===== src/common/noc_pkg.sv =====
package noc_pkg;

    // node address, 16 nodes
    typedef logic [3:0] node_id_t;

    localparam int NUM_NODES = 1 << $bits(node_id_t);

    // status counter
    typedef logic [15:0] drop_count_t;

    typedef enum logic [1:0] {
        DATA      = 2'b00,
        ROUTE_ADD = 2'b01
    } flit_kind_e;

    typedef struct packed {
        flit_kind_e   kind;
        node_id_t     src;
        node_id_t     dst;
        logic [15:0]  payload;
    } flit_t;

    // arrival channel data, tagged with the sending neighbor
    typedef struct packed {
        flit_t    flit;
        node_id_t from_node;
    } arrival_t;

    typedef struct packed {
        logic     valid;
        node_id_t next_hop;
    } route_entry_t;

    typedef struct packed {
        flit_t    flit;
        node_id_t next_hop;
    } routed_flit_t;

    // one-cycle neighbor expiry event
    typedef struct packed {
        logic     valid;
        node_id_t neighbor;
    } expire_t;

endpackage


===== src/rtl/egress_steer.sv =====
`timescale 1ns/1ns

module egress_steer (
    input  logic                  nocclk,
    input  logic                  rst_n,

    input  noc_pkg::routed_flit_t in_flit,
    input  logic                  in_valid,
    input  logic                  in_local,
    input  logic                  in_drop,
    output logic                  in_ready,

    output noc_pkg::flit_t        local_flit,
    output logic                  local_valid,
    input  logic                  local_ready,

    output noc_pkg::routed_flit_t fwd_flit,
    output logic                  fwd_valid,
    input  logic                  fwd_ready,

    output noc_pkg::drop_count_t  drop_count
);

    noc_pkg::routed_flit_t out_q;
    logic                  out_valid_q;
    logic                  out_local_q;
    noc_pkg::drop_count_t  drop_q;
    logic                  sel_ready;

    // only the selected port can release the register
    always_comb begin
        sel_ready = out_local_q ? local_ready : fwd_ready;
        in_ready = !out_valid_q || sel_ready;

        local_flit = out_q.flit;
        local_valid = out_valid_q && out_local_q;
        fwd_flit = out_q;
        fwd_valid = out_valid_q && !out_local_q;
        drop_count = drop_q;
    end

    always_ff @(posedge nocclk) begin
        if (!rst_n) begin
            out_valid_q <= 1'b0;
            drop_q <= '0;
        end else begin
            if (in_ready) begin
                out_valid_q <= in_valid;
            end
            // counter wraps
            if (in_drop) begin
                drop_q <= drop_q + 1'b1;
            end
        end
    end

    always_ff @(posedge nocclk) begin
        if (in_valid && in_ready) begin
            out_q <= in_flit;
            out_local_q <= in_local;
        end
    end

    a_local_hold: assert property (@(posedge nocclk) disable iff (!rst_n)
        local_valid && !local_ready |=> local_valid && $stable(local_flit))
        else $error("local output changed before ready");

    a_fwd_hold: assert property (@(posedge nocclk) disable iff (!rst_n)
        fwd_valid && !fwd_ready |=> fwd_valid && $stable(fwd_flit))
        else $error("forward output changed before ready");

endmodule


===== config.mk =====
export PLATFORM = sky130hd
export DESIGN_NAME = egress_steer
export DESIGN_NICKNAME = d
export VERILOG_FILES = /design/src/common/noc_pkg.sv /design/src/rtl/egress_steer.sv
export SDC_FILE = /design/constraint.sdc
export NUM_CORES = 1
export LEC_CHECK = 0
export BUFFER_PORTS_ARGS = -buffer_cell sky130_fd_sc_hd__buf_2
export CORE_UTILIZATION = 43
export DETAILED_ROUTE_END_ITERATION = 8
export GPL_TIMING_DRIVEN = 0
export PLACE_DENSITY = 0.81
export SYNTH_ARGS = -nofsm -noshare
export SYNTH_HDL_FRONTEND = slang
export SYNTH_SLANG_ARGS = --single-unit

===== constraint.sdc =====
create_clock -name nocclk -period 2.3 [get_ports nocclk]
set_input_delay 0.345 -clock nocclk [delete_from_list [all_inputs] [get_ports nocclk]]
set_output_delay 0.345 -clock nocclk [all_outputs]
set_load 0.1 [all_outputs]

==> metrics.cfg <==
[outcome]
outcome = completed

[logic_synthesis]
synth_compound_area_frac = 0.00777
ys_types = 26
synth_area_leaders = edfxtp_1, dfxtp_1, buf_4
synth-simple-area-share = 0.138
ys_warn_count = 0
postSynthCellCount = 146
ys_seq_area_frac = 0.658
netlist_area_mm2 = 0.00193
synth-xor-area-share = 0.0453
syn_nets = 184
synth_mux_area_frac = 0.0311
synth_largest_type_area_fraction = 0.482
synth_top_area_cell = edfxtp_1
avgSynthCellArea_um2 = 13.2
ys_seq_elements = 48
synth_top_family_by_area = simple AND/OR/NAND/NOR gates
synthAdderAreaFrac = 0.00648

[timing]
drv_slew = 0
clock.fmax_mhz = 570
skew_ns = 0.00229
tightest_slew_ns = 0.694
grt_setup_unrepaired = false
setup_tns_ns = 0
slew_headroom = 0.537
hold_viol_final = 0
fin_crit_ns = 1.75
setup_viol = 0
finalCritPeriodShare = 0.762

[drt]
ant_nets = 0
first_iter_violations = 111
drc = 0
vias = 1475
wire_per_inst_um = 13.0
drt_pass1_iterations = 4
finalWirelength_um = 4100
via_per_inst = 4.67

[clock_network]
hold_buffers = 0
cts_buffers = 5
cts_num_sinks = 48
postCtsSetupRepairBufs = 0
cts_tree = done
clockBufferDepth = 2
h-tree-depth = 2
cts_root_buf = clkbuf_8
clock_latency_ns = 0.29
clk_pin_slew_ns = 0.09
ctsResizeCount = 0

[setup_path]
crit_type = flop to output pin
cp.arrival_ns = 1.41
end_kind = output pin
cp-start-kind = flop
crit_path_max_fanout = 3
critical_path_required_ns = 1.96

[cells_and_area]
final_util = 0.615
drive_gt1_frac = 0.580
instances_no_fill = 316
final_common_cell = buf_2
num_antenna_cells = 0
areaGrowthSynthToFinish_pct = 37.7
layout_common_cells = buf_2, edfxtp_1, buf_4, dfxtp_1, nor2_1
finalNetCount = 301

[place]
portBuffers = 110
dp.cells = 308
place_hpwl_um = 3140
gp_congestion = 0.729

[global_route]
grt_max_degree = 32
grt_pass1_wl_um = 6350
antenna_found_initial = 0
grt_pass1_vias = 1304
grt.total_usage = 0.169
overflow = 0

[floorplanning]
pin_count = 112
design.die.area_mm2 = 0.00476
fp-row-count = 24
initial_utilization = 0.447
core-area_mm2 = 0.00432
die_h_um = 69.0
die_w_um = 69.0

[power_and_ir_drop]
power_density_mw_per_mm2 = 838
p_leak_nw = 1.27
p_total_mw = 2.23
ir_worst_vdd_uv = 429

[job]
maxCapViolations = 0

[worst_hold_path]
hold_path_class = input pin to flop

==> through the flow <==
step	setup WS (ns)	cell area (µm²)	hold slack, ns
after CTS	0.544	2660	0.212
after global routing	0.477	2660	0.203
after detailed placement	0.655	2550	0.467
after global placement	0.699	2550	0.456
after floorplan	0.0916	1930	0.444
final	0.547	2660	0.221
==> cell families (layout without fill, tap and decap cells) <==
family	after synthesis	in the layout
xor gates and xnor gates	10	10
DFF	48	48
buffers and inverters	30	148
muxes	6	6
AOI/OAI and AO/OA	3	3
adders and majority gates	1	1
and+or+nand+nor	48	48
==> Yosys cell counts (all sizes together) <==
master,n
edfxtp,31
buf,28
dfxtp,17
nor2,13
nand2,9
nand4,7
xor2,7
mux2i,6
and4,4
nand2b,4
nand3,4
xnor2,3
a21oi,2
and2,2
and3,2
clkbuf,1
ha,1
inv,1
nor2b,1
nor3,1
o21ai,1
or3,1
==> state kept, by name, summed over array words and instances (netlist names) <==
signal / count
drop_count: 16
out_valid_q: 1
out_local_q: 1
fwd_flit: 30
==> power breakdown <==
part	switching (mW)	internal, mW
combinational	0.543	0.104
clock	0.275	0.322
sequential	0.0225	0.963
total	0.840	1.39
==> per-layer routing <==
metal / GRT usage / share of wire
met3: 0.0585 / 0.088
met2: 0.265 / 0.47
met5: 0 / 0
met4: 0.0408 / 0.0088
met1: 0.226 / 0.44
==> cell type report <==
class                           count  area [µm²]
Clock inverter                      3        42.5
Inverter                            1        3.75
Tap cell                           52        65.1
Multi-Input combinational cell     68         443
Timing Repair Buffer              110         551
Clock buffer                        5        68.8
Buffer                             29         215
Fill cell                         356        1660
Sequential cell                    48        1270
==> path summary, 6_finish.rpt <==
path,slack (ns),end,depth (start not counted),start
hold reg to reg,0.48,drop_count[15],2,drop_count[15]
setup reg to reg,0.65,fwd_flit[0],3,out_local_q
hold / removal,0.22,fwd_flit[17],1,in_flit[17]
setup / recovery,0.55,in_ready,3,out_local_q
==> critical path, stage by stage, from the launching register on <==
cell and delay (ns):
edfxtp_1 0.43, mux2i_1 0.16, nand2_1 0.09, buf_2 0.44
Note: power is estimated with default switching activity, not from simulation.
