<file path="src/common/noc_pkg.sv">
package noc_pkg;

    // node address, 16 nodes
    typedef logic [3:0] node_id_t;

    localparam int NUM_NODES = 1 << $bits(node_id_t);

    // status counter
    typedef logic [15:0] drop_count_t;

    typedef enum logic [1:0] {
        DATA      = 2'b00,
        ROUTE_ADD = 2'b01
    } flit_kind_e;

    typedef struct packed {
        flit_kind_e   kind;
        node_id_t     src;
        node_id_t     dst;
        logic [15:0]  payload;
    } flit_t;

    // arrival channel data, tagged with the sending neighbor
    typedef struct packed {
        flit_t    flit;
        node_id_t from_node;
    } arrival_t;

    typedef struct packed {
        logic     valid;
        node_id_t next_hop;
    } route_entry_t;

    typedef struct packed {
        flit_t    flit;
        node_id_t next_hop;
    } routed_flit_t;

    // one-cycle neighbor expiry event
    typedef struct packed {
        logic     valid;
        node_id_t neighbor;
    } expire_t;

endpackage

</file>
<file path="src/rtl/ingress_stage.sv">
`timescale 1ns/1ns

module ingress_stage #(
    parameter noc_pkg::node_id_t NODE_ID = '0
) (
    input  logic                  nocclk,
    input  logic                  rst_n,

    input  noc_pkg::arrival_t     arrival,
    input  logic                  arrival_valid,
    output logic                  arrival_ready,
    input  logic                  advance,

    output noc_pkg::node_id_t     lookup_key,
    input  noc_pkg::route_entry_t route,
    output noc_pkg::route_entry_t learn,
    output noc_pkg::node_id_t     learn_dst,

    output noc_pkg::routed_flit_t out_flit,
    output logic                  out_valid,
    output logic                  out_local,
    output logic                  out_drop
);

    noc_pkg::arrival_t held;
    logic              held_valid;
    logic              fire;
    logic              is_data;
    logic              is_local;

    always_comb begin
        fire = held_valid && advance;
        is_data = held.flit.kind == noc_pkg::DATA;
        is_local = held.flit.dst == NODE_ID;
        arrival_ready = !held_valid || advance;

        lookup_key = held.flit.dst;

        // route announce teaches dst via the sender
        learn.valid = fire && held.flit.kind == noc_pkg::ROUTE_ADD;
        learn.next_hop = held.from_node;
        learn_dst = held.flit.dst;

        out_flit.flit = held.flit;
        out_flit.next_hop = is_local ? NODE_ID : route.next_hop;
        out_local = is_local;
        out_valid = fire && is_data && (is_local || route.valid);
        out_drop = fire && is_data && !is_local && !route.valid;
    end

    always_ff @(posedge nocclk) begin
        if (!rst_n) begin
            held_valid <= 1'b0;
        end else if (arrival_ready) begin
            held_valid <= arrival_valid;
        end
    end

    always_ff @(posedge nocclk) begin
        if (arrival_valid && arrival_ready) begin
            held <= arrival;
        end
    end

endmodule

</file>
<file path="config.mk">
export PLATFORM = sky130hd
export DESIGN_NAME = ingress_stage
export DESIGN_NICKNAME = d
export VERILOG_FILES = /design/src/common/noc_pkg.sv /design/src/rtl/ingress_stage.sv
export SDC_FILE = /design/constraint.sdc
export NUM_CORES = 1
export LEC_CHECK = 0
export BUFFER_PORTS_ARGS = -buffer_cell sky130_fd_sc_hd__buf_2
export CORE_UTILIZATION = 34
export DETAILED_ROUTE_END_ITERATION = 10
export HOLD_SLACK_MARGIN = 0.03
export PLACE_DENSITY_LB_ADDON = 0.2
export SLEW_MARGIN = 20
export SYNTH_ARGS = -nofsm -noshare
export SYNTH_HDL_FRONTEND = slang
export SYNTH_SLANG_ARGS = --single-unit
</file>
<file path="constraint.sdc">
create_clock -name nocclk -period 1.6 [get_ports nocclk]
set_input_delay 0.08 -clock nocclk [delete_from_list [all_inputs] [get_ports nocclk]]
set_output_delay 0.08 -clock nocclk [all_outputs]
set_load 0.01 [all_outputs]
</file>
==> summary.md <==
| Metric | Value |
|---|---|
| Total nets after synthesis | 93 |
| Ant. Diodes | 0 |
| Wire per inst | 11.0 um |
| Clock tree buffer depth | 2 |
| Setup TNS Final | 0 ns |
| Synth warnings | 0 |
| Max stage delay on crit path | 0.47 ns |
| R2R depth | 3 |
| Hold path start | arrival_valid |
| Hold Crit Class | input pin to register |
| Largest net degree at the start of global routing | 31 |
| GR Overflow Total | 0 |
| Dpl cells | 176 |
| Worst-skew pair later-pin latency | 0.32 ns |
| Worst Setup Start Kind | register |
| Vias in the first global route | 868 |
| R2R setup slack | 0.34 ns |
| Max cap viols | 0 |
| GRT Overall Usage | 14.5% |
| Period utilization | 98.5% |
| Critical path type | register to output pin |
| Power Total | 1630 uW |
| Core footprint | 3050 sq um |
| DRT Wirelength | 2420 um |
| Endpoint, Worst Hold | out_flit[28] |
| PortBufs | 85 |
| Largest cells by area after synthesis | edfxtp_1 (83%), buf_4 (5.5%), nor2b_1 (2.3%) |
| Synth area leader | edfxtp_1 |
| Clock transition at path regs | 0.09 ns |
| Pins over their slew limit | 0 |
| Final setup vio count | 0 |
| Final Hold Fails | 0 |
| Hold depth | 3 |
| CTS Root Cell | clkbuf_4 |
| Max Clk Rate | 0.634 GHz |
| CP Capture Type | output pin |
| Cts repair resizes | 0 |
| DRT Pass-1 Iters | 3 |
| Total CTS buffers | 5 |
| Post-Syn Area | 1090 sq um |
| Global-route met2 utilization | 27.3% |
| Slew @ Worst Pin | 0.242 ns |
| Number of cells on the critical path | 4 |
| Gr busiest metal | met2 |
| Delay-heaviest family, CP | flip-flops |
| Status | complete, no violations |
| Post-route minimum period | 1.58 ns |
| Die area | 3440 sq um |
| Met3 usage | 8.13% |
| Util after Layout | 63.3% |
| Crit path buf inv count | 2 |
| Pint | 1260 uW |
| CP max stage cell | edfxtp_1 |
| Via/cell ratio | 4.13 |
| Number of fill cells in the layout | 246 |
| Remaining DRCs | 0 |
| Via count | 909 |
| Clk sink count | 31 |
| Cell count after synthesis | 54 |
| Number of synthesized register bits | 31 |
| R2R Path Start | held_valid |
| Clock share of power | 25.4% |
| Share of post-route cells with drive strength above 1 | 55.7% |
| Share of the synthesized area in the top cell type | 82.7% |
| Die extent in y | 58.6 um |
| Pleak | 0.000872 uW |
| RSZ-0062 raised after global routing | yes |
| First-pass GRT wire length | 3460 um |
| R2R Path End | held_valid |
| Syn avg cell area | 20.2 sq um |
| Maximum VDD drop | 540 uV |
| Final nets | 214 |
| Sw Pwr | 364 uW |
| Post-route setup slack | 0.0237 ns |
| PD cells | 841 nW/um^2 |
| Die X | 58.6 um |
| CP Max Fanout | 7 |
| Finished Layout Cells | 220 |
| Initial antenna violation count | 0 |
| Critical path arrival | 1.50 ns |
| IO Pins | 86 |
| Seq/Total Area, Yosys | 84.5% |
| Yosys cell types | 14 |
| Initial core utilization | 35.7% |
| FP Rows | 20 |
| DRT iter0 DRCs | 15 |
| Crit path cell chain | nor4_4 -> buf_4 -> o21a_1 -> buf_2 |
| Seq pwr share | 59.4% |
| H-Tree Depth | 2 |
| Switching share of power | 22.4% |
| Grt met1 use | 12.2% |
| Logic pwr share | 15.3% |
| Required time of the critical path | 1.52 ns |
| Final ANT Viol Nets | 0 |
| Placer Congestion | 0.588 |
| CTS tree | done |
| Setup WS pre-CTS | 0.352 ns |
| Area growth, synth to finish | 77.3% |
| Clock skew | 0.00218 ns |
| Worst slew margin | 83.7% |
## layout by cell type, fill, tap and decap left out, drive strengths merged
master       synthesis  routed
buf                  8      90
dlygate4sd3          0      32
edfxtp              30      30
clkbuf               0       7
nor2b                4       4
inv                  2       2
nor4                 2       2
nand2b               1       1
nor4bb               1       1
o21a                 1       1
nand3b               1       1
and2                 1       1
nor2                 1       1
a21boi               1       1
clkinv               0       1
dfxtp                1       1
## layer usage
metal | routed length [um] | vias up | part of all wire, %
met2 | 1260 | 64 | 52
met3 | 278 | 6 | 12
met4 | 36 | 0 | 1.5
li1 | - | 435 | -
met5 | 0 | - | 0
met1 | 843 | 404 | 35
## per-stage QoR
| step | area [sq um] | hold WS [ns] |
|---|---|---|
| 2_1_floorplan | 1090 | 0.179 |
| 3_3_place_gp | 1530 | 0.256 |
| 3_5_place_dp | 1530 | 0.258 |
| 4_1_cts | 1910 | 0.332 |
| 5_1_grt | 1930 | 0.352 |
| 6_report | 1930 | 0.335 |
## cells in the mapped netlist
| master | count |
|---|---|
| a21boi_0 | 1 |
| and2_1 | 1 |
| buf_4 | 8 |
| dfxtp_1 | 1 |
| edfxtp_1 | 30 |
| inv_1 | 2 |
| nand2b_1 | 1 |
| nand3b_1 | 1 |
| nor2_1 | 1 |
| nor2b_1 | 4 |
| nor4_1 | 1 |
| nor4_4 | 1 |
| nor4bb_1 | 1 |
| o21a_1 | 1 |
## cells by family after synthesis
family | count (synthesis) | synth area share (%)
AND/OR/NAND/NOR | 11 | 7.92
AO/OA/AOI/OAI | 2 | 1.38
buffers and inverters | 10 | 6.20
flip-flops | 31 | 84.5
## how the worst max path moves through the flow
stage,start,endpoint,slack (ns)
2_1_floorplan,held_valid,learn[0],0.30
3_3_place_gp,learn_dst[1],out_valid,0.40
3_5_place_dp,learn_dst[1],out_valid,0.35
4_1_cts,learn_dst[2],out_valid,0.01
5_1_grt,learn_dst[0],out_valid,-0.07
6_report,learn_dst[0],out_valid,0.02
## worst reg2reg max path, delay by kind of cell (launching register included)
kind | cells | cell delay [ns]
flip-flops | 1 | 0.35
AO/OA/AOI/OAI | 1 | 0.18
AND/OR/NAND/NOR | 1 | 0.09
buffers and inverters | 1 | 0.58
## power groups by stage
stage	Combinational, uW	Sequential, uW	Clock, uW
after floorplan	53.7	1010	0
after global placement	178	981	0
after detailed placement	180	983	0
after CTS	241	965	435
after global routing	269	971	468
final	248	965	412
## registers in the layout (all words and copies together) (netlist names)
| signal | cells |
|---|---|
| learn_dst | 4 |
| learn | 4 |
| out_flit | 22 |
| held_valid | 1 |
## area by class of cell
type                    instances  area (sq um)  area share [%]
multi-input cells              13           103            5.31
clock buffers                   7          45.0            2.33
clock inverters                 1          5.00           0.259
inverters                       2          7.51           0.389
repair buffers                122           796            41.2
flip-flops and latches         31           921            47.7
well taps                      44          55.1            2.85
## what timing repair did
| item | CTS | global route |
|---|---|---|
| hold buffers | 32 | 0 |
| setup buffers | 1 | 3 |
| hold endpoints to repair | 31 | 0 |
| setup endpoints to repair | 1 | 6 |
| pin swaps | 1 | 1 |
Note: power is estimated with default switching activity, not from simulation.
