===== src/common/noc_pkg.sv =====
package noc_pkg;

    // node address, 16 nodes
    typedef logic [3:0] node_id_t;

    localparam int NUM_NODES = 1 << $bits(node_id_t);

    // status counter
    typedef logic [15:0] drop_count_t;

    typedef enum logic [1:0] {
        DATA      = 2'b00,
        ROUTE_ADD = 2'b01
    } flit_kind_e;

    typedef struct packed {
        flit_kind_e   kind;
        node_id_t     src;
        node_id_t     dst;
        logic [15:0]  payload;
    } flit_t;

    // arrival channel data, tagged with the sending neighbor
    typedef struct packed {
        flit_t    flit;
        node_id_t from_node;
    } arrival_t;

    typedef struct packed {
        logic     valid;
        node_id_t next_hop;
    } route_entry_t;

    typedef struct packed {
        flit_t    flit;
        node_id_t next_hop;
    } routed_flit_t;

    // one-cycle neighbor expiry event
    typedef struct packed {
        logic     valid;
        node_id_t neighbor;
    } expire_t;

endpackage


===== src/route/route_table.sv =====
`timescale 1ns/1ns

module route_table (
    input  logic                  nocclk,
    input  logic                  rst_n,

    input  noc_pkg::node_id_t     lookup_key,
    output noc_pkg::route_entry_t route,

    input  noc_pkg::route_entry_t learn,
    input  noc_pkg::node_id_t     learn_dst,

    input  noc_pkg::expire_t      expire
);

    logic [noc_pkg::NUM_NODES-1:0] entry_valid;
    noc_pkg::node_id_t             next_hop_q [noc_pkg::NUM_NODES];

    // lookup, same cycle
    always_comb begin
        route.valid = entry_valid[lookup_key];
        route.next_hop = next_hop_q[lookup_key];
    end

    //////////////////////////////
    // learn and invalidate
    //////////////////////////////

    always_ff @(posedge nocclk) begin
        if (!rst_n) begin
            entry_valid <= '0;
        end else begin
            for (int i = 0; i < noc_pkg::NUM_NODES; i++) begin
                if (expire.valid) begin
                    // drop every route through the dead neighbor
                    if (next_hop_q[i] == expire.neighbor) begin
                        entry_valid[i] <= 1'b0;
                    end
                end else if (learn.valid && learn_dst == noc_pkg::node_id_t'(i)) begin
                    entry_valid[i] <= 1'b1;
                end
            end
        end
    end

    always_ff @(posedge nocclk) begin
        if (learn.valid && !expire.valid) begin
            next_hop_q[learn_dst] <= learn.next_hop;
        end
    end

    // the pipeline is stalled during an expiry
    a_learn_vs_expire: assert property (@(posedge nocclk) disable iff (!rst_n)
        !(learn.valid && expire.valid))
        else $error("route learn during neighbor expiry");

endmodule


===== config.mk =====
export PLATFORM = sky130hd
export DESIGN_NAME = route_table
export DESIGN_NICKNAME = d
export VERILOG_FILES = /design/src/common/noc_pkg.sv /design/src/route/route_table.sv
export SDC_FILE = /design/constraint.sdc
export NUM_CORES = 1
export LEC_CHECK = 0
export ABC_AREA = 0
export BUFFER_PORTS_ARGS = -buffer_cell sky130_fd_sc_hd__buf_4
export CAP_MARGIN = 20
export CELL_PAD_IN_SITES_DETAIL_PLACEMENT = 1
export CELL_PAD_IN_SITES_GLOBAL_PLACEMENT = 2
export CORE_MARGIN = 2
export CORE_UTILIZATION = 40
export DETAILED_ROUTE_END_ITERATION = 12
export GPL_TIMING_DRIVEN = 0
export PLACE_DENSITY = 0.75
export SETUP_SLACK_MARGIN = 0.3
export SYNTH_ARGS = -nofsm -noshare
export SYNTH_HDL_FRONTEND = slang
export SYNTH_SLANG_ARGS = --single-unit

===== constraint.sdc =====
create_clock -name nocclk -period 2.6 [get_ports nocclk]
set_input_delay 0.13 -clock nocclk [delete_from_list [all_inputs] [get_ports nocclk]]
set_output_delay 0.13 -clock nocclk [all_outputs]
set_load 0.01 [all_outputs]

==> out/metrics.yaml, run 1 <==
outcome:
  outcome: "finished clean"
power:
  p_int_w: 0.00195
  ir_drop_uv: 191
  p_sw_w: 0.000619
  p_per_area_nw_per_um2: 575
  power.leakage_nw: 1.43
  finalPower_w: 0.00257
  p_sw_share_pct: 24.1
  clockPowerShare_pct: 34.9
  combinationalPowerShare_pct: 10.5
  power_frac_seq_pct: 54.6
cts:
  cts_max_path_buffers: 2
  postCtsHoldBufs: 0
  cts_resized: 0
  h-tree-depth: 3
  postCtsSetupRepairBufs: 0
  tritoncts: "built"
  clk_pin_slew_ns: 0.08
  clk_latency_ns: 0.35
  cts_sinks: 80
  cts_made_buffers: 9
  clockRootBuffer: "clkbuf_8"
sta:
  fin_tns_setup_ns: 0
  drv_slew: 0
  rsz0062_at_grt: "false"
  relSlewSlack_pct: 43.7
  period_needed_ns: 2.03
  max_freq_mhz: 492
  layout_setup_ws_ns: 0.568
  finalCritPeriodShare_pct: 78.2
  setup_violations: 0
  skew_ns: 0.00930
  worstMarginPinSlew_ns: 0.838
  finalHoldViolations: 0
critical_path:
  required_ns: 2.47
  cp-start-kind: "register"
  crit_arrival_ns: 1.90
  end_kind: "primary output"
  crit_fanout: 2
  path_class: "reg2out"
  r2r_cells: 3
yosys:
  synth.most_common_cell: "edfxtp_1"
  synthSimpleGateAreaFrac_pct: 9.93
  ys_seq_area_share_pct: 56.3
  ys.flop_type: "edfxtp_1"
  syn-num-nets: 299
  synth_top_area_share_pct: 48.3
  ys_seq_elements: 80
  postSynthAreaPerCell_um2: 14.3
  yosysTopAreaCell: "edfxtp_1"
  synth_edf_count: 64
  synth_top_family_by_area: "XOR/XNOR gates"
  synthMuxAreaShare_pct: 11.3
  async_flop_share_pct: 0
  synthAdderAreaFrac_pct: 0
  syn_area_um2: 3980
  yosys-top-cells-count: "edfxtp_1 (64), xnor2_1 (52), nand3_1 (22)"
  synth_compound_area_share_pct: 5.91
  yosysWarnings: 0
  synth_xor_area_share_pct: 14.1
  synth_cells: 279
  synth_cell_type_count: 33
  ys_top_cells_by_area: "edfxtp_1 (48%), xnor2_1 (11%), mux4_2 (11%)"
final_layout:
  finalNetCount: 328
  drive_gt1_share_pct: 22.7
  area_growth_pct: 12.3
  antenna_cells: 0
  fill_cells: 1010
floorplan:
  die_y_um: 104
  rows: 36
  start_util_pct: 40.9
  fp.dieW_um: 104
  core_um2: 9730
  ioPinCount: 25
  die-area_um2: 10800
hold_path:
  hold_class: "in2reg"
  holdPathStages: 2
placed_design:
  hpwl_um: 7240
  pre_cts_slack_ns: 0.812
  gp_congestion: 0.750
  io_buffer_count: 18
route:
  num_vias: 2381
  drc: 0
  wirelength_um: 10000
  wl_per_cell_um: 22.5
  first_pass_iters: 4
  drt_iter0_markers: 99
  postRouteAntennaNets: 0
  via_per_inst: 5.34
run:
  max_cap_viol_count: 0
global_route:
  first_global_vias: 2548
  gr-total-overflow: 0
  grt_start_max_net_pins: 17
  antenna_found_initial: 0
  grt_pass1_wl_um: 15300
  track_usage_pct: 19.8
## per-stage QoR
| stage | hold WS (ns) | utilization (%) | std cells | instance area, um2 |
|---|---|---|---|---|
| finish | 0.0444 | 46.0 | 446 | 4470 |
| global placement | 0.415 | 44.0 | 430 | 4280 |
| CTS | 0.0361 | 46.0 | 446 | 4470 |
| floorplan | 0.229 | - | 279 | 3980 |
| global route | 0.0332 | 46.0 | 446 | 4470 |
| detailed placement | 0.420 | 44.0 | 430 | 4280 |
## final cells by class
cell class / count / area, um2 / share of cell area (%)
Clock buffer: 11 / 131 / 2.94
Buffer: 17 / 95.1 / 2.13
Tap cell: 133 / 166 / 3.72
Multi-Input combinational cell: 181 / 1640 / 36.7
Clock inverter: 5 / 57.6 / 1.29
Sequential cell: 80 / 2240 / 50.1
Timing Repair Buffer: 18 / 135 / 3.02
Inverter: 1 / 3.75 / 0.0839
## final timing paths
kind / start / end / slack, ns
setup / recovery: next_hop_q[3][1] / route[1] / 0.57
hold / removal: rst_n / entry_valid[14] / 0.04
setup reg to reg: next_hop_q[5][1] / entry_valid[5] / 1.46
hold reg to reg: entry_valid[3] / entry_valid[3] / 0.53
## layer usage
layer  part of all wire [%]  up-vias  GRT usage, %
li1                       -     1112             -
met1                     47     1220          26.9
met2                     49       37          31.9
met3                    2.6       12          3.21
met4                    1.7        0          7.72
met5                      0        -             0
## critical path, cell delays in order, from the launching register on
cell and delay [ns]:
edfxtp_1 0.42, mux4_2 0.50, a22oi_1 0.31, nand3_1 0.15
buf_4 0.17
## flip-flops by register name, indices dropped and copies added (netlist names)
register and count:
next_hop_q 64, entry_valid 16
## power groups by stage
stage,clock [W],sequential [W],combinational (W)
4_1_cts,0.000914,0.00140,0.000275
3_3_place_gp,0,0.00143,0.000272
6_report,0.000899,0.00140,0.000270
3_5_place_dp,0,0.00143,0.000273
5_1_grt,0.000968,0.00141,0.000294
2_1_floorplan,0,0.00143,0.000170
## cell usage in the layout, fill, tap and decap left out, types with 2 or more instances in the layout
cell | Yosys | final
a21oi_1 | 3 | 3
nand3_1 | 22 | 22
nor3_1 | 5 | 5
a311oi_1 | 4 | 4
nand2b_1 | 2 | 2
nand2_1 | 18 | 18
buf_4 | 4 | 22
a22oi_1 | 5 | 5
edfxtp_1 | 64 | 64
o221a_1 | 8 | 8
nor2_1 | 7 | 7
xor2_1 | 12 | 12
nor2b_1 | 5 | 5
buf_2 | 7 | 7
clkbuf_1 | 5 | 7
clkinvlp_4 | 0 | 3
clkbuf_8 | 0 | 9
and4bb_1 | 2 | 2
nor3b_2 | 2 | 2
dfxtp_1 | 16 | 16
and2_1 | 2 | 2
o221a_2 | 3 | 3
mux4_2 | 20 | 20
xnor2_1 | 52 | 52
## kinds of logic after synthesis
kind of cell | count (synthesis)
compound gates | 26
xor+xnor | 64
buf+inv | 18
flops | 80
mux | 20
simple gates | 71
Note: power is estimated with default switching activity, not from simulation.
==> inputs of run 2 (changes only) <==
clock period = 1.9 ns   (was 2.6 ns; I/O delays follow)
==> out/metrics.yaml, run 2 (synthesized netlist as in run 1, its figures left out) <==
final_layout:
  drive_gt1_share_pct: 27.6
  final_common_cell: "edfxtp_1"
  largest_register_ffs: 64
  area_growth_pct: 16.0
  finalInstanceArea_um2: 4620
  final_cell_mix: "edfxtp_1 (64), xnor2_1 (52), buf_4 (31)"
  finalNetCount: 341
  regMostFlops: "next_hop_q"
  utilization_pct: 47.5
  top_regs: "next_hop_q: 64 flops, entry_valid: 16 flops"
  antenna_cells: 0
cts:
  clockRootBuffer: "clkbuf_8"
  cts_max_path_buffers: 2
  clk_latency_ns: 0.36
  cts_sinks: 80
  tritoncts: "built"
  clk_pin_slew_ns: 0.09
  cts_made_buffers: 9
  h-tree-depth: 3
global_route:
  antenna_found_initial: 0
  grt_start_max_net_pins: 17
  gr-total-overflow: 0
  first_global_vias: 2609
  track_usage_pct: 20.0
  grt_pass1_wl_um: 15500
sta:
  finalCritPeriodShare_pct: 98.6
  skew_ns: 0.00878
  finalHoldViolations: 0
  worstMarginPinSlew_ns: 0.840
  setup_violations: 0
  drv_slew: 0
  max_freq_mhz: 534
  relSlewSlack_pct: 43.6
  rsz0062_at_grt: "true"
  period_needed_ns: 1.87
critical_path:
  path_class: "reg2out"
  end_kind: "primary output"
  crit_arrival_ns: 1.78
  cp-start-kind: "register"
  required_ns: 1.80
  crit_fanout: 2
floorplan:
  fp.dieW_um: 104
  die_y_um: 104
  core_um2: 9730
  rows: 36
  ioPinCount: 25
  die-area_um2: 10800
  start_util_pct: 40.9
power:
  power.leakage_nw: 1.51
  finalPower_w: 0.00355
  ir_drop_uv: 260
  p_per_area_nw_per_um2: 767
route:
  drc: 0
  wirelength_um: 10300
  num_vias: 2429
  postRouteAntennaNets: 0
  drt_iter0_markers: 99
  wl_per_cell_um: 22.4
  via_per_inst: 5.29
  first_pass_iters: 4
placed_design:
  dpl-instance-area_um2: 4280
  io_buffer_count: 18
  hpwl_um: 7240
  gp_congestion: 0.750
outcome:
  outcome: "finished clean"
hold_path:
  hold_class: "in2reg"
run:
  max_cap_viol_count: 0
-- run 2: changes by cell type in the layout (fill, tap and decap cells not counted) --
| cell | change |
|---|---|
| nand3_1 | -3 |
| buf_4 | +9 |
| a22oi_1 | -4 |
| a22oi_2 | +4 |
| dlygate4sd3_1 | +1 |
| nand3_2 | +3 |
| buf_6 | +3 |
-- run 2: metal layers --
| layer | track usage (%) | share of wire, % | vias to the layer above |
|---|---|---|---|
| met5 | 0 | 0 | - |
| met4 | 7.53 | 1.3 | 0 |
| met3 | 3.08 | 2.9 | 9 |
| met2 | 32.4 | 50 | 53 |
| met1 | 27.2 | 46 | 1229 |
| li1 | - | - | 1138 |
-- run 2: report_power, final --
| group | total (W) | switching, W | internal, W | leakage [nW] |
|---|---|---|---|---|
| combinational | 0.000392 | 0.000219 | 0.000172 | 0.716 |
| sequential | 0.00192 | 0.0000126 | 0.00191 | 0.706 |
| clock | 0.00123 | 0.000627 | 0.000606 | 0.0856 |
| total | 0.00354 | 0.000859 | 0.00269 | 1.51 |
-- run 2: final cells by class --
type	count	area (um2)
Clock inverter	5	57.6
Inverter	1	3.75
Buffer	17	95.1
Clock buffer	11	131
Multi-Input combinational cell	181	1680
Sequential cell	80	2240
Tap cell	133	166
Timing Repair Buffer	31	246
Fill cell	1001	5110
-- run 2: what timing repair did --
item                                    in CTS  in global routing
resized for setup                            5                  5
pin swaps                                    4                  2
endpoints found under the setup margin       5                  5
hold endpoints to repair                     0                  1
hold buffers                                 0                  1
buffers inserted                            11                  1
-- run 2: per-stage QoR --
| stage | instances | worst slack, ns | hold WS [ns] | TNS [ns] |
|---|---|---|---|---|
| finish | 459 | 0.0267 | 0.0731 | 0 |
| global placement | 430 | 0.145 | 0.380 | 0 |
| CTS | 457 | -0.00432 | 0.00113 | -0.00432 |
| global route | 459 | -0.0166 | 0.0691 | -0.0372 |
| floorplan | 279 | 0.648 | 0.194 | 0 |
| detailed placement | 430 | 0.157 | 0.385 | 0 |
-- run 2: final timing paths --
kind | cells past startpoint | to | start | slack [ns]
worst max-delay path | 4 | route[2] | next_hop_q[3][2] | 0.03
worst min-delay path | 1 | next_hop_q[5][1] | learn[1] | 0.07
worst max register to register | 5 | entry_valid[3] | next_hop_q[3][2] | 0.65
worst min register to register | 2 | entry_valid[3] | entry_valid[3] | 0.53
-- run 2: critical path, stage by stage, from the launching register on --
cell and delay (ns):
edfxtp_1 0.39, mux4_2 0.53, a22oi_2 0.24, nand3_2 0.12, buf_6 0.14
==> inputs of run 3 (changes only) <==
RECOVER_POWER = 50   (was default)
REMOVE_ABC_BUFFERS = 1   (was default)
TNS_END_PERCENT = 20   (was default)
==> out/metrics.yaml, run 3 (synthesized netlist as in run 1, its figures left out) <==
outcome:
  outcome: "finished clean"
sta:
  setup_violations: 0
  max_freq_mhz: 534
  finalCritPeriodShare_pct: 98.6
  relSlewSlack_pct: 27.5
  worstMarginPinSlew_ns: 1.09
  drv_slew: 0
  skew_ns: 0.00984
  period_needed_ns: 1.87
  rsz0062_at_grt: "true"
  finalHoldViolations: 0
final_layout:
  final_cell_mix: "edfxtp_1 (64), xnor2_1 (52), buf_4 (26)"
  fill_cells: 998
  antenna_cells: 0
  fin_cells: 443
  finalInstanceArea_um2: 4510
  final_common_cell: "edfxtp_1"
  area_growth_pct: 13.3
  finalNetCount: 325
  top_regs: "next_hop_q: 64 flops, entry_valid: 16 flops"
  drive_gt1_share_pct: 23.5
  regMostFlops: "next_hop_q"
  largest_register_ffs: 64
floorplan:
  die-area_um2: 10800
  start_util_pct: 40.9
  rows: 36
  die_y_um: 104
  core_um2: 9730
  fp.dieW_um: 104
  ioPinCount: 25
cts:
  cts_sinks: 80
  clk_pin_slew_ns: 0.08
  clk_latency_ns: 0.35
  cts_max_path_buffers: 2
  cts_made_buffers: 9
  clockRootBuffer: "clkbuf_8"
  postCtsHoldBufs: 0
  h-tree-depth: 3
  tritoncts: "built"
global_route:
  grt_start_max_net_pins: 22
  track_usage_pct: 19.0
  gr-total-overflow: 0
  grt_pass1_wl_um: 15300
  first_global_vias: 2625
  antenna_found_initial: 0
critical_path:
  crit_arrival_ns: 1.78
  path_class: "reg2out"
  rr_startpoint: "next_hop_q[3][0]"
  cp-start-kind: "register"
  end_kind: "primary output"
  required_ns: 1.80
  reg2reg_to: "entry_valid[3]"
  r2r_cells: 5
  regToRegSetupSlack_ns: 0.60
  crit_fanout: 2
  cp-startpoint: "next_hop_q[7][0]"
hold_path:
  hold_class: "in2reg"
  hold_end: "entry_valid[11]"
  hold_start: "rst_n"
  holdPathStages: 2
run:
  max_cap_viol_count: 0
placed_design:
  dpl-instance-area_um2: 4230
  gp_congestion: 0.723
  dp.cells: 419
  hpwl_um: 6630
  io_buffer_count: 24
route:
  drc: 0
  num_vias: 2341
  wl_per_cell_um: 21.6
  via_per_inst: 5.28
  drt_iter0_markers: 92
  postRouteAntennaNets: 0
  first_pass_iters: 4
  wirelength_um: 9590
power:
  p_per_area_nw_per_um2: 797
  ir_drop_uv: 456
  power.leakage_nw: 1.44
run 3: cell count changes in the layout (fill, tap and decap cells not counted), moves of 2 or more:
cell,delta
nand3_2,-2
clkinvlp_4,-2
buf_2,-7
buf_6,-3
nand3_1,+2
buf_4,-5
run 3: metrics by stage:
step                      worst slack, ns  power (W)  hold WS (ns)  util [%]  setup TNS, ns
final                              0.0273    0.00360        0.0951      46.4              0
after global routing             -0.00934    0.00372        0.0832      46.4        -0.0178
after CTS                       -0.000250    0.00364        0.0755      46.3      -0.000250
after detailed placement            0.125    0.00232         0.456      43.5              0
after global placement              0.136    0.00231         0.448      43.5              0
after floorplan                     0.648    0.00213         0.194         -              0
run 3: report_power, final:
| group | switching (W) | leakage (nW) | total [W] | internal (W) |
|---|---|---|---|---|
| Combinational | 0.000206 | 0.633 | 0.000361 | 0.000155 |
| Clock | 0.000626 | 0.102 | 0.00131 | 0.000688 |
| Sequential | 0.0000127 | 0.706 | 0.00192 | 0.00191 |
| Total | 0.000845 | 1.44 | 0.00360 | 0.00275 |
run 3: worst max path at each step:
stage,end,slack [ns]
floorplan,route[1],0.65
detailed placement,next_hop_q[5][0],0.13
global route,route[0],-0.009
finish,route[0],0.03
global placement,route[3],0.14
CTS,route[3],-0.0003
run 3: critical path, stage by stage, from the launching register on:
cell and delay (ns):
edfxtp_1 0.42, mux4_2 0.54, a22oi_2 0.19, nand3_1 0.12
buf_4 0.16
run 3: repair_timing:
action	CTS	global route
pin swaps	5	2
cloned	0	0
setup endpoints to repair	5	5
gates resized for setup	6	0
setup buffers	4	4
run 3: cell type report:
cell class                 count  area [um2]  area share, %
sequential                    80        2240           49.7
multi-input combinational    181        1670           36.9
timing repair buffer          32         225           4.99
tap                          133         166           3.69
clock buffer                  12         156           3.47
clock inverter                 4        51.3           1.14
inverter                       1        3.75         0.0832
run 3: per-layer routing:
layer / vias to the layer above / global-route usage (%) / wire length (um)
met3: 11 / 4.15 / 352
li1: 1105 / - / -
met4: 0 / 5.69 / 130
met1: 1187 / 26.2 / 4610
met5: - / 0 / 0
met2: 38 / 30.4 / 4500
