--- src/common/noc_pkg.sv ---
package noc_pkg;

    // node address, 16 nodes
    typedef logic [3:0] node_id_t;

    localparam int NUM_NODES = 1 << $bits(node_id_t);

    // status counter
    typedef logic [15:0] drop_count_t;

    typedef enum logic [1:0] {
        DATA      = 2'b00,
        ROUTE_ADD = 2'b01
    } flit_kind_e;

    typedef struct packed {
        flit_kind_e   kind;
        node_id_t     src;
        node_id_t     dst;
        logic [15:0]  payload;
    } flit_t;

    // arrival channel data, tagged with the sending neighbor
    typedef struct packed {
        flit_t    flit;
        node_id_t from_node;
    } arrival_t;

    typedef struct packed {
        logic     valid;
        node_id_t next_hop;
    } route_entry_t;

    typedef struct packed {
        flit_t    flit;
        node_id_t next_hop;
    } routed_flit_t;

    // one-cycle neighbor expiry event
    typedef struct packed {
        logic     valid;
        node_id_t neighbor;
    } expire_t;

endpackage

--- src/route/neighbor_monitor.sv ---
`timescale 1ns/1ns

module neighbor_monitor #(
    parameter int EXPIRE_CYCLES = 200,
    parameter int MAX_NEIGHBORS = 8
) (
    input  logic              nocclk,
    input  logic              rst_n,

    input  noc_pkg::node_id_t seen,
    input  logic              seen_valid,

    output noc_pkg::expire_t  expire
);

    localparam int TW = $clog2(EXPIRE_CYCLES + 1);
    localparam int SW = (MAX_NEIGHBORS > 1) ? $clog2(MAX_NEIGHBORS) : 1;
    localparam logic [TW-1:0] TIMER_MAX = TW'(EXPIRE_CYCLES);

    logic [MAX_NEIGHBORS-1:0] slot_valid;
    noc_pkg::node_id_t        slot_id [MAX_NEIGHBORS];
    logic [TW-1:0]            slot_timer [MAX_NEIGHBORS];

    logic [MAX_NEIGHBORS-1:0] hit;
    logic [MAX_NEIGHBORS-1:0] due;
    logic                     any_hit;
    logic                     free_found;
    logic [SW-1:0]            free_slot;
    logic                     exp_found;
    logic [SW-1:0]            exp_slot;
    logic                     do_register;

    always_comb begin
        any_hit = 1'b0;
        free_found = 1'b0;
        free_slot = '0;
        exp_found = 1'b0;
        exp_slot = '0;
        for (int i = 0; i < MAX_NEIGHBORS; i++) begin
            hit[i] = slot_valid[i] && slot_id[i] == seen;
            // a sighting this cycle keeps the neighbor alive
            due[i] = slot_valid[i] && slot_timer[i] == TIMER_MAX && !(seen_valid && hit[i]);
            any_hit = any_hit || hit[i];
        end
        // downward scan, lowest slot wins
        for (int i = MAX_NEIGHBORS - 1; i >= 0; i--) begin
            if (!slot_valid[i]) begin
                free_found = 1'b1;
                free_slot = SW'(i);
            end
            if (due[i]) begin
                exp_found = 1'b1;
                exp_slot = SW'(i);
            end
        end
        // full registry ignores newcomers
        do_register = seen_valid && !any_hit && free_found;
        expire.valid = exp_found;
        expire.neighbor = slot_id[exp_slot];
    end

    always_ff @(posedge nocclk) begin
        if (!rst_n) begin
            slot_valid <= '0;
        end else begin
            if (exp_found) begin
                slot_valid[exp_slot] <= 1'b0;
            end
            if (do_register) begin
                slot_valid[free_slot] <= 1'b1;
            end
        end
    end

    // liveness timers, saturating
    always_ff @(posedge nocclk) begin
        for (int i = 0; i < MAX_NEIGHBORS; i++) begin
            if (seen_valid && hit[i]) begin
                slot_timer[i] <= '0;
            end else if (slot_timer[i] != TIMER_MAX) begin
                slot_timer[i] <= slot_timer[i] + 1'b1;
            end
        end
        if (do_register) begin
            slot_id[free_slot] <= seen;
            slot_timer[free_slot] <= '0;
        end
    end

endmodule

--- config.mk ---
export PLATFORM = sky130hd
export DESIGN_NAME = neighbor_monitor
export DESIGN_NICKNAME = d
export VERILOG_FILES = /design/src/common/noc_pkg.sv /design/src/route/neighbor_monitor.sv
export SDC_FILE = /design/constraint.sdc
export NUM_CORES = 1
export LEC_CHECK = 0
export BUFFER_PORTS_ARGS = -buffer_cell sky130_fd_sc_hd__buf_2
export CORE_AREA = 2 2 97 99
export DETAILED_ROUTE_END_ITERATION = 16
export DIE_AREA = 0 0 99 101
export GPL_TIMING_DRIVEN = 0
export PLACE_DENSITY_LB_ADDON = 0.25
export SETUP_SLACK_MARGIN = 0.1
export SLEW_MARGIN = 20
export SYNTH_ARGS = -nofsm -noshare
export SYNTH_HDL_FRONTEND = slang
export SYNTH_SLANG_ARGS = --single-unit
--- constraint.sdc ---
create_clock -name nocclk -period 7.2 [get_ports nocclk]
set_input_delay 1.44 -clock nocclk [delete_from_list [all_inputs] [get_ports nocclk]]
set_output_delay 1.44 -clock nocclk [all_outputs]
set_load 0.05 [all_outputs]
==> results of run 1 <==
-- placed cells by master (no fill, tap or decap), types with 9 or more instances in the layout --
cell type / count
nor2_1: 75
dfxtp_1: 72
xor2_1: 65
nand3_1: 45
edfxtp_1: 32
inv_1: 26
mux2i_1: 20
nand2_1: 19
and3_1: 18
xnor2_1: 17
buf_2: 16
ha_1: 16
nor3_1: 11
a21oi_1: 9
clkbuf_8: 9
-- metal layers --
layer / GRT usage / up-vias / share of wire
met4: 0.0632 / 0 / 0.014
met3: 0.0596 / 12 / 0.062
li1: - / 1895 / -
met2: 0.346 / 106 / 0.46
met5: 0 / - / 0
met1: 0.292 / 1826 / 0.46
-- registers in the layout, summed over array words and instances, names as in the netlist --
signal and count:
slot_timer 64, slot_id 32, slot_valid 8
-- per-stage QoR --
stage          power (mW)  std cells
3_5_place_dp         1.30        649
6_report             1.62        665
3_3_place_gp         1.27        649
5_1_grt              1.74        665
2_1_floorplan        1.21        528
4_1_cts              1.63        665
-- worst paths after layout --
kind              slack, ns              from                to  cells after the start
setup reg to reg       4.40     slot_id[0][2]  slot_timer[6][2]                      7
setup / recovery       1.41           seen[1]         expire[2]                     11
hold / removal         0.53  slot_timer[2][7]  slot_timer[2][7]                      2
hold reg to reg        0.53  slot_timer[2][7]  slot_timer[2][7]                      2
-- power breakdown --
group | internal (mW) | leakage [nW] | switching (mW)
sequential | 0.755 | 0.890 | 0.158
combinational | 0.190 | 1.18 | 0.191
clock | 0.130 | 0.0912 | 0.199
-- cells by family after synthesis --
kind of cell             share of synthesized area
AO/OA/AOI/OAI                               0.0837
XOR/XNOR                                     0.137
adder cells (fa/ha/maj)                     0.0382
buffers and inverters                       0.0344
flip-flops                                   0.459
multiplexers                                0.0469
AND/OR/NAND/NOR                              0.201
-- area by class of cell --
class                      instances  area (sq um)
multi-input combinational        383          2660
inverter                          27           101
timing repair buffer              10          50.0
buffer                            14          78.8
tap                              111           139
fill                             731          3370
clock buffer                       9           124
sequential                       104          2400
clock inverter                     7          53.8
-- worst register-to-register path, delay by kind of cell (launching register included) --
| family | cells | cell delay (ns) |
|---|---|---|
| AO/OA/AOI/OAI | 2 | 0.71 |
| XOR/XNOR | 1 | 0.23 |
| flip-flops | 1 | 0.42 |
| AND/OR/NAND/NOR | 4 | 1.30 |
==> impl_metrics.yaml, run 1 <==
layout:
  area_growth_pct: 7.12
  n_antenna_cell: 0
  fin_area_sq_um: 5610
  drive_gt1_frac: 0.0975
  final_util: 0.625
  nNetsFinal: 572
route:
  ant_nets: 0
  wirelength_um: 10300
  vias: 3839
  via_per_inst: 5.77
  drc: 0
  drtIter0Drc: 285
  wl_per_cell_um: 15.5
  drt_pass1_iterations: 5
power_and_ir_drop:
  max-vdd-ir-drop_mv: 0.150
  powerDensity_nw_per_um2: 289
  leakage_nw: 2.16
floorplan:
  rows: 35
  start_util: 0.583
  dieArea_sq_um: 10000
  ios: 12
  fp.dieW_um: 99
  core_sq_um: 8980
  die_y_um: 101
setup_path:
  critPathMaxStageDelay_ns: 0.70
  crit_buf_inv: 3
  cp.arrival_ns: 4.35
  cp-end-kind: "output port"
  crit_family: "simple AND/OR/NAND/NOR gates"
  worst_setup_path_start_kind: "input pin"
  crit_fanout: 9
  crit_top_cell: "buf_2"
  crit_path_top_delay_cell: "nor4_1"
  critPathRequiredTime_ns: 5.76
  crit_type: "in2out"
  path_cells: "buf_2 > buf_2 > xor2_1 > nor4_1 > nand2_1 > a31o_2 > nor3_1 > nand2b_1 > o22ai_1 > or2_1 > buf_2"
yosys:
  yosys_most_used_dff: "dfxtp_1"
  synth.most_common_cell: "nor2_1"
  synth.top_cell.area_share: 0.275
  synthTopCellsByArea: "dfxtp_1 28%, edfxtp_1 18%, xor2_1 11%, nor2_1 5.4%, nand3_1 4.3%"
  synth_area_sq_um: 5230
  synthCells: 528
  synth_edf_count: 32
  avgSynthCellArea_sq_um: 9.91
  yosys_warnings: 0
  synth_cell_types: 56
  yosysTopAreaCell: "dfxtp_1"
  syn_nets: 551
  synth_common_cells: "75 x nor2_1, 72 x dfxtp_1, 65 x xor2_1"
  async_reset_ff_frac: 0
  ys_seq_elements: 104
  ys_seq_area_frac: 0.459
sta:
  worstMarginPinSlew_ns: 0.923
  drv_slew: 0
  rsz0062_at_grt: "false"
  holdWs_ns: 0.530
  period_needed_ns: 5.79
  fin_crit_sh: 0.805
  fin_tns_setup_ns: 0
  layout_setup_ws_ns: 1.41
  fin_skew_ns: 0.0118
  timing.fmax_ghz: 0.173
  slew_headroom: 0.380
  finalHoldViolCount: 0
  setup_viol_count_final: 0
clock_network:
  tritoncts: "done"
  clk_pin_slew_worst_paths_ns: 0.10
  htreeDepth: 3
  cts_hold_buf: 0
  clock_sinks: 104
  root_buffer: "clkbuf_8"
  ctsResizeCount: 0
  post_cts_buffers: 0
  insertion_delay_ns: 0.36
  clockBufferDepth: 2
  cts_made_buffers: 9
global_routing:
  gr-total-overflow: 0
  grt_start_max_net_pins: 19
  track_usage: 0.217
  grt_pass1_vias: 3673
  antenna_found_initial: 0
  grt_pass1_wl_um: 17200
min_path:
  min_path_type: "reg2reg"
placement:
  dpl-instance-area_sq_um: 5420
  dp_slack_ns: 1.49
  io_buffers: 10
  gp_congestion: 0.935
  hpwl_um: 7570
outcome:
  status: "finished clean"
run:
  cap_violations: 0
(Power assumes the default switching activity.)
==> run 2, diff against run 1 <==
--- a/config.mk
+++ b/config.mk
@@ -6,9 +6,9 @@
 export NUM_CORES = 1
 export LEC_CHECK = 0
 export BUFFER_PORTS_ARGS = -buffer_cell sky130_fd_sc_hd__buf_2
-export CORE_AREA = 2 2 97 99
+export CORE_AREA = 2 2 100 102
 export DETAILED_ROUTE_END_ITERATION = 16
-export DIE_AREA = 0 0 99 101
+export DIE_AREA = 0 0 102 104
 export GPL_TIMING_DRIVEN = 0
 export PLACE_DENSITY_LB_ADDON = 0.25
 export SETUP_SLACK_MARGIN = 0.1
==> constraint.sdc (replaced) <==
create_clock -name nocclk -period 4.9 [get_ports nocclk]
set_input_delay 0.98 -clock nocclk [delete_from_list [all_inputs] [get_ports nocclk]]
set_output_delay 0.98 -clock nocclk [all_outputs]
set_load 0.05 [all_outputs]
==> impl_metrics.yaml, run 2 (synthesis gave the netlist of run 1 again) <==
layout:
  area_growth_pct: 8.44
  seqCellArea_sq_um: 2400
  drive_gt1_frac: 0.105
  largest_registers: "slot_timer (64), slot_id (32), slot_valid (8)"
  top_register: "slot_timer"
  most-common-layout-cells: "75 x nor2_1, 72 x dfxtp_1, 65 x xor2_1"
  n_antenna_cell: 0
  final_common_cell: "nor2_1"
  multi_input_area_sq_um: 2690
  n_fill_cell: 830
  largest_reg_flops: 64
  nNetsFinal: 573
global_routing:
  use_met1: 0.278
  track_usage: 0.207
  busiest_layer: "met2"
  grt_pass1_vias: 3642
  grt_pass1_wl_um: 17100
  gr-total-overflow: 0
  grtUsageMet2: 0.327
  antenna_found_initial: 0
  grt_start_max_net_pins: 18
  gr-usage-met3: 0.0349
placement:
  gp_congestion: 0.850
  hpwl_um: 7720
  io_buffers: 10
setup_path:
  cp.arrival_ns: 3.70
  cp-end-kind: "output port"
  r2r_cells: 7
  crit_fanout: 10
  worst_setup_path_start_kind: "input pin"
  critPathRequiredTime_ns: 3.92
  crit_type: "in2out"
floorplan:
  dieArea_sq_um: 10600
  die_y_um: 104
  ios: 12
  fp.dieW_um: 102
  rows: 36
  core_sq_um: 9550
  start_util: 0.548
route:
  drtIter0Drc: 209
  drt_pass1_iterations: 5
  via_per_inst: 5.57
  wirelength_um: 10500
  vias: 3831
  ant_nets: 0
  drc: 0
  wl_per_cell_um: 15.3
clock_network:
  root_buffer: "clkbuf_8"
  htreeDepth: 3
  clk_pin_slew_worst_paths_ns: 0.10
  clockBufferDepth: 2
  insertion_delay_ns: 0.37
  cts_hold_buf: 0
  tritoncts: "done"
  clock_sinks: 104
  cts_made_buffers: 9
sta:
  setup_viol_count_final: 0
  slew_headroom: 0.321
  finalHoldViolCount: 0
  fin_tns_setup_ns: 0
  rsz0062_at_grt: "false"
  fin_skew_ns: 0.0132
  fin_crit_sh: 0.954
  drv_slew: 0
  worstMarginPinSlew_ns: 1.01
  timing.fmax_ghz: 0.214
  period_needed_ns: 4.68
power_and_ir_drop:
  powerDensity_nw_per_um2: 421
  p_total_mw: 2.39
  max-vdd-ir-drop_mv: 0.208
  leakage_nw: 2.17
min_path:
  min_path_type: "reg2reg"
  holdPathStages: 2
outcome:
  status: "finished clean"
run:
  cap_violations: 0
run 2: worst paths after layout:
check | end | startpoint | slack [ns]
min | slot_timer[0][7] | slot_timer[0][7] | 0.52
max | expire[0] | seen[3] | 0.22
max reg2reg | slot_timer[6][2] | slot_id[0][0] | 2.08
min reg2reg | slot_timer[0][7] | slot_timer[0][7] | 0.52
run 2: cell type report:
type | count | area share
repair buffers | 11 | 0.0101
inverters | 27 | 0.0179
clock buffers | 10 | 0.0225
clock inverters | 6 | 0.00728
well taps | 133 | 0.0293
flip-flops and latches | 104 | 0.423
plain buffers | 14 | 0.0163
multi-input cells | 383 | 0.473
run 2: through the flow:
step / hold slack [ns] / utilization / std cells / setup WS [ns] / cell area, sq um
3_3_place_gp: 0.494 / 0.571 / 671 / 0.143 / 5450
2_1_floorplan: 0.479 / - / 528 / 0.539 / 5230
3_5_place_dp: 0.505 / 0.571 / 671 / 0.0807 / 5450
6_report: 0.524 / 0.594 / 688 / 0.223 / 5680
5_1_grt: 0.561 / 0.594 / 688 / 0.101 / 5680
4_1_cts: 0.532 / 0.589 / 687 / 0.123 / 5630
run 2: layer usage:
layer | vias up | routed length, um | part of all wire
met4 | 0 | 202 | 0.019
li1 | 1890 | - | -
met3 | 16 | 664 | 0.063
met2 | 92 | 4910 | 0.47
met5 | - | 0 | 0
met1 | 1833 | 4740 | 0.45
run 2: power by group:
part	total [mW]	switching, mW	internal [mW]
Sequential	1.33	0.225	1.11
Combinational	0.570	0.289	0.282
Clock	0.485	0.299	0.187
run 2: timing repair:
action,4_1_cts,5_1_grt
buffers inserted,0,1
resized for setup,1,11
gates cloned,0,0
setup endpoints to repair,2,4
pin swaps,0,2
run 2: critical path: stages:
cell and delay (ns):
buf_2 0.17, clkbuf_4 0.22, xor2_1 0.18, nor4_2 0.55
a2111oi_2 0.18, a211oi_2 0.33, o31ai_4 0.13, buf_6 0.18
mux2i_1 0.17, o22ai_1 0.12, or2_1 0.25, buf_2 0.21
==> run 3, diff against run 2 <==
--- a/config.mk
+++ b/config.mk
@@ -6,9 +6,12 @@
 export NUM_CORES = 1
 export LEC_CHECK = 0
 export BUFFER_PORTS_ARGS = -buffer_cell sky130_fd_sc_hd__buf_2
-export CORE_AREA = 2 2 100 102
+export CAP_MARGIN = 20
+export CELL_PAD_IN_SITES_DETAIL_PLACEMENT = 0
+export CELL_PAD_IN_SITES_GLOBAL_PLACEMENT = 1
+export CORE_AREA = 2 2 102 124
 export DETAILED_ROUTE_END_ITERATION = 16
-export DIE_AREA = 0 0 102 104
+export DIE_AREA = 0 0 104 126
 export GPL_TIMING_DRIVEN = 0
 export PLACE_DENSITY_LB_ADDON = 0.25
 export SETUP_SLACK_MARGIN = 0.1
==> impl_metrics.yaml, run 3 (synthesis gave the netlist of run 1 again) <==
outcome:
  status: "finished clean"
floorplan:
  start_util: 0.440
  fp.dieW_um: 104
  rows: 44
  die_y_um: 126
  dieArea_sq_um: 13100
  core_sq_um: 11900
  ios: 12
route:
  ant_nets: 0
  wl_per_cell_um: 15.6
  wirelength_um: 11200
  wl_met3_um: 373
  dr_wl_met2_um: 5630
  dr.max_layer_used: "met4"
  met1_length_um: 5000
  via_per_inst: 5.31
  drc: 0
  drt_pass1_iterations: 4
  vias: 3825
  drtIter0Drc: 210
layout:
  area_growth_pct: 13.1
  n_antenna_cell: 0
  drive_gt1_frac: 0.113
  largest_registers: "slot_timer (64), slot_id (32), slot_valid (8)"
  final_util: 0.498
  top_register: "slot_timer"
  nNetsFinal: 577
  largest_reg_flops: 64
  final_common_cell: "nor2_1"
  most-common-layout-cells: "75 x nor2_1, 72 x dfxtp_1, 62 x xor2_1"
  n_fill_cell: 1128
sta:
  fin_skew_ns: 0.00785
  drv_slew: 0
  setup_viol_count_final: 0
  slew_headroom: 0.303
  period_needed_ns: 4.71
  rsz0062_at_grt: "false"
  fin_tns_setup_ns: 0
  timing.fmax_ghz: 0.212
  worstMarginPinSlew_ns: 1.04
  finalHoldViolCount: 0
  fin_crit_sh: 0.960
power_and_ir_drop:
  p_int_mw: 1.79
  pwr-share-comb: 0.219
  max-vdd-ir-drop_mv: 0.276
  seqPwrFrac: 0.516
  switchingPower_uw: 809
  powerDensity_nw_per_um2: 438
  p_total_mw: 2.59
  leakage_nw: 2.25
  pwr-share-clk: 0.265
  switching_share: 0.312
setup_path:
  r2r-start: "slot_id[0][3]"
  cp-end-kind: "output port"
  crit_family: "buffers and inverters"
  crit_start: "seen[1]"
  worst_setup_path_start_kind: "input pin"
  r2r_slack_ns: 1.98
  critPathRequiredTime_ns: 3.92
  path_cells: "buf_2 > buf_4 > xor2_1 > nor4_4 > a211o_1 > nand2_1 > o31ai_4 > buf_4 > buf_6 > mux2i_1 > o22ai_1 > or2_1 > buf_2"
  critPathMaxStageDelay_ns: 0.45
  cp.arrival_ns: 3.73
  crit_buf_inv: 5
  crit_type: "in2out"
  crit_fanout: 9
  rr_endpoint: "slot_timer[0][1]"
  crit_path_top_delay_cell: "nor4_4"
  r2r_cells: 7
placement:
  io_buffers: 10
  gp_congestion: 0.918
  hpwl_um: 8210
global_routing:
  grt_pass1_vias: 3776
  gr-total-overflow: 0
  grt_pass1_wl_um: 18800
  track_usage: 0.179
  antenna_found_initial: 0
  grt_start_max_net_pins: 16
clock_network:
  clockBufferDepth: 2
  clk_pin_slew_worst_paths_ns: 0.06
  clock_sinks: 104
  tritoncts: "done"
  insertion_delay_ns: 0.35
  root_buffer: "clkbuf_16"
  htreeDepth: 3
  cts_made_buffers: 9
min_path:
  min_path_type: "reg2reg"
  holdPathStages: 2
  hold_path_startpoint: "slot_timer[1][7]"
  holdPathEnd: "slot_timer[1][7]"
run:
  cap_violations: 0
run 3: cell count changes in the layout (fill, tap and decap cells not counted), moves of 2 or more:
cell,change
clkbuf_16,+9
clkinv_1,+2
buf_4,+4
clkbuf_1,+2
clkbuf_4,-2
clkbuf_8,-9
inv_4,-2
xor2_1,-3
buf_6,+2
xor2_2,+3
run 3: power groups by stage:
stage | registers, mW | clock network, mW | logic [mW]
3_3_place_gp | 1.35 | 0 | 0.542
5_1_grt | 1.38 | 0.745 | 0.661
4_1_cts | 1.34 | 0.708 | 0.574
2_1_floorplan | 1.30 | 0 | 0.472
3_5_place_dp | 1.35 | 0 | 0.562
6_report | 1.34 | 0.687 | 0.569
run 3: final cells by class:
cell class              instances  area (sq um)  area share
inverters                      27           101      0.0171
well taps                     161           201      0.0340
multi-input cells             383          2740       0.464
plain buffers                  14          96.3      0.0163
flip-flops and latches        104          2400       0.406
repair buffers                 15          91.3      0.0154
clock buffers                  12           236      0.0400
clock inverters                 4          45.0     0.00761
run 3: repair_timing:
item,CTS,global route
setup endpoints to repair,4,4
pin swaps,0,3
resized for setup,10,11
gates cloned,0,1
hold buffers,0,0
setup buffers,0,4
run 3: worst max-delay path by stage:
stage | endpoint | slack, ns | cells after the start
6_report | expire[3] | 0.19 | 13
5_1_grt | expire[1] | 0.09 | 10
3_5_place_dp | expire[3] | -0.06 | 12
2_1_floorplan | expire[1] | 0.54 | 9
4_1_cts | expire[3] | 0.11 | 12
3_3_place_gp | expire[3] | -0.09 | 12
run 3: worst register-to-register path, stage by stage (launching register included):
cell	delay [ns]
edfxtp_1	0.40
xor2_1	0.29
nor4_4	0.12
a221oi_1	0.32
nand4_1	0.33
nor3b_1	0.94
a31o_2	0.34
nor2_1	0.07
run 3: layer usage:
layer,global-route usage,vias up
met1,0.225,1839
met3,0.0269,19
met4,0.0787,0
li1,-,1894
met2,0.307,73
met5,0,-
run 3: per-stage QoR:
stage               instances  setup slack [ns]  hold slack (ns)  instance area [sq um]
floorplan                 528             0.539            0.479                   5230
global placement          699           -0.0915            0.501                   5490
detailed placement        699           -0.0628            0.502                   5490
finish                    720             0.194            0.518                   5920
global route              720            0.0858            0.557                   5920
CTS                       715             0.115            0.523                   5830
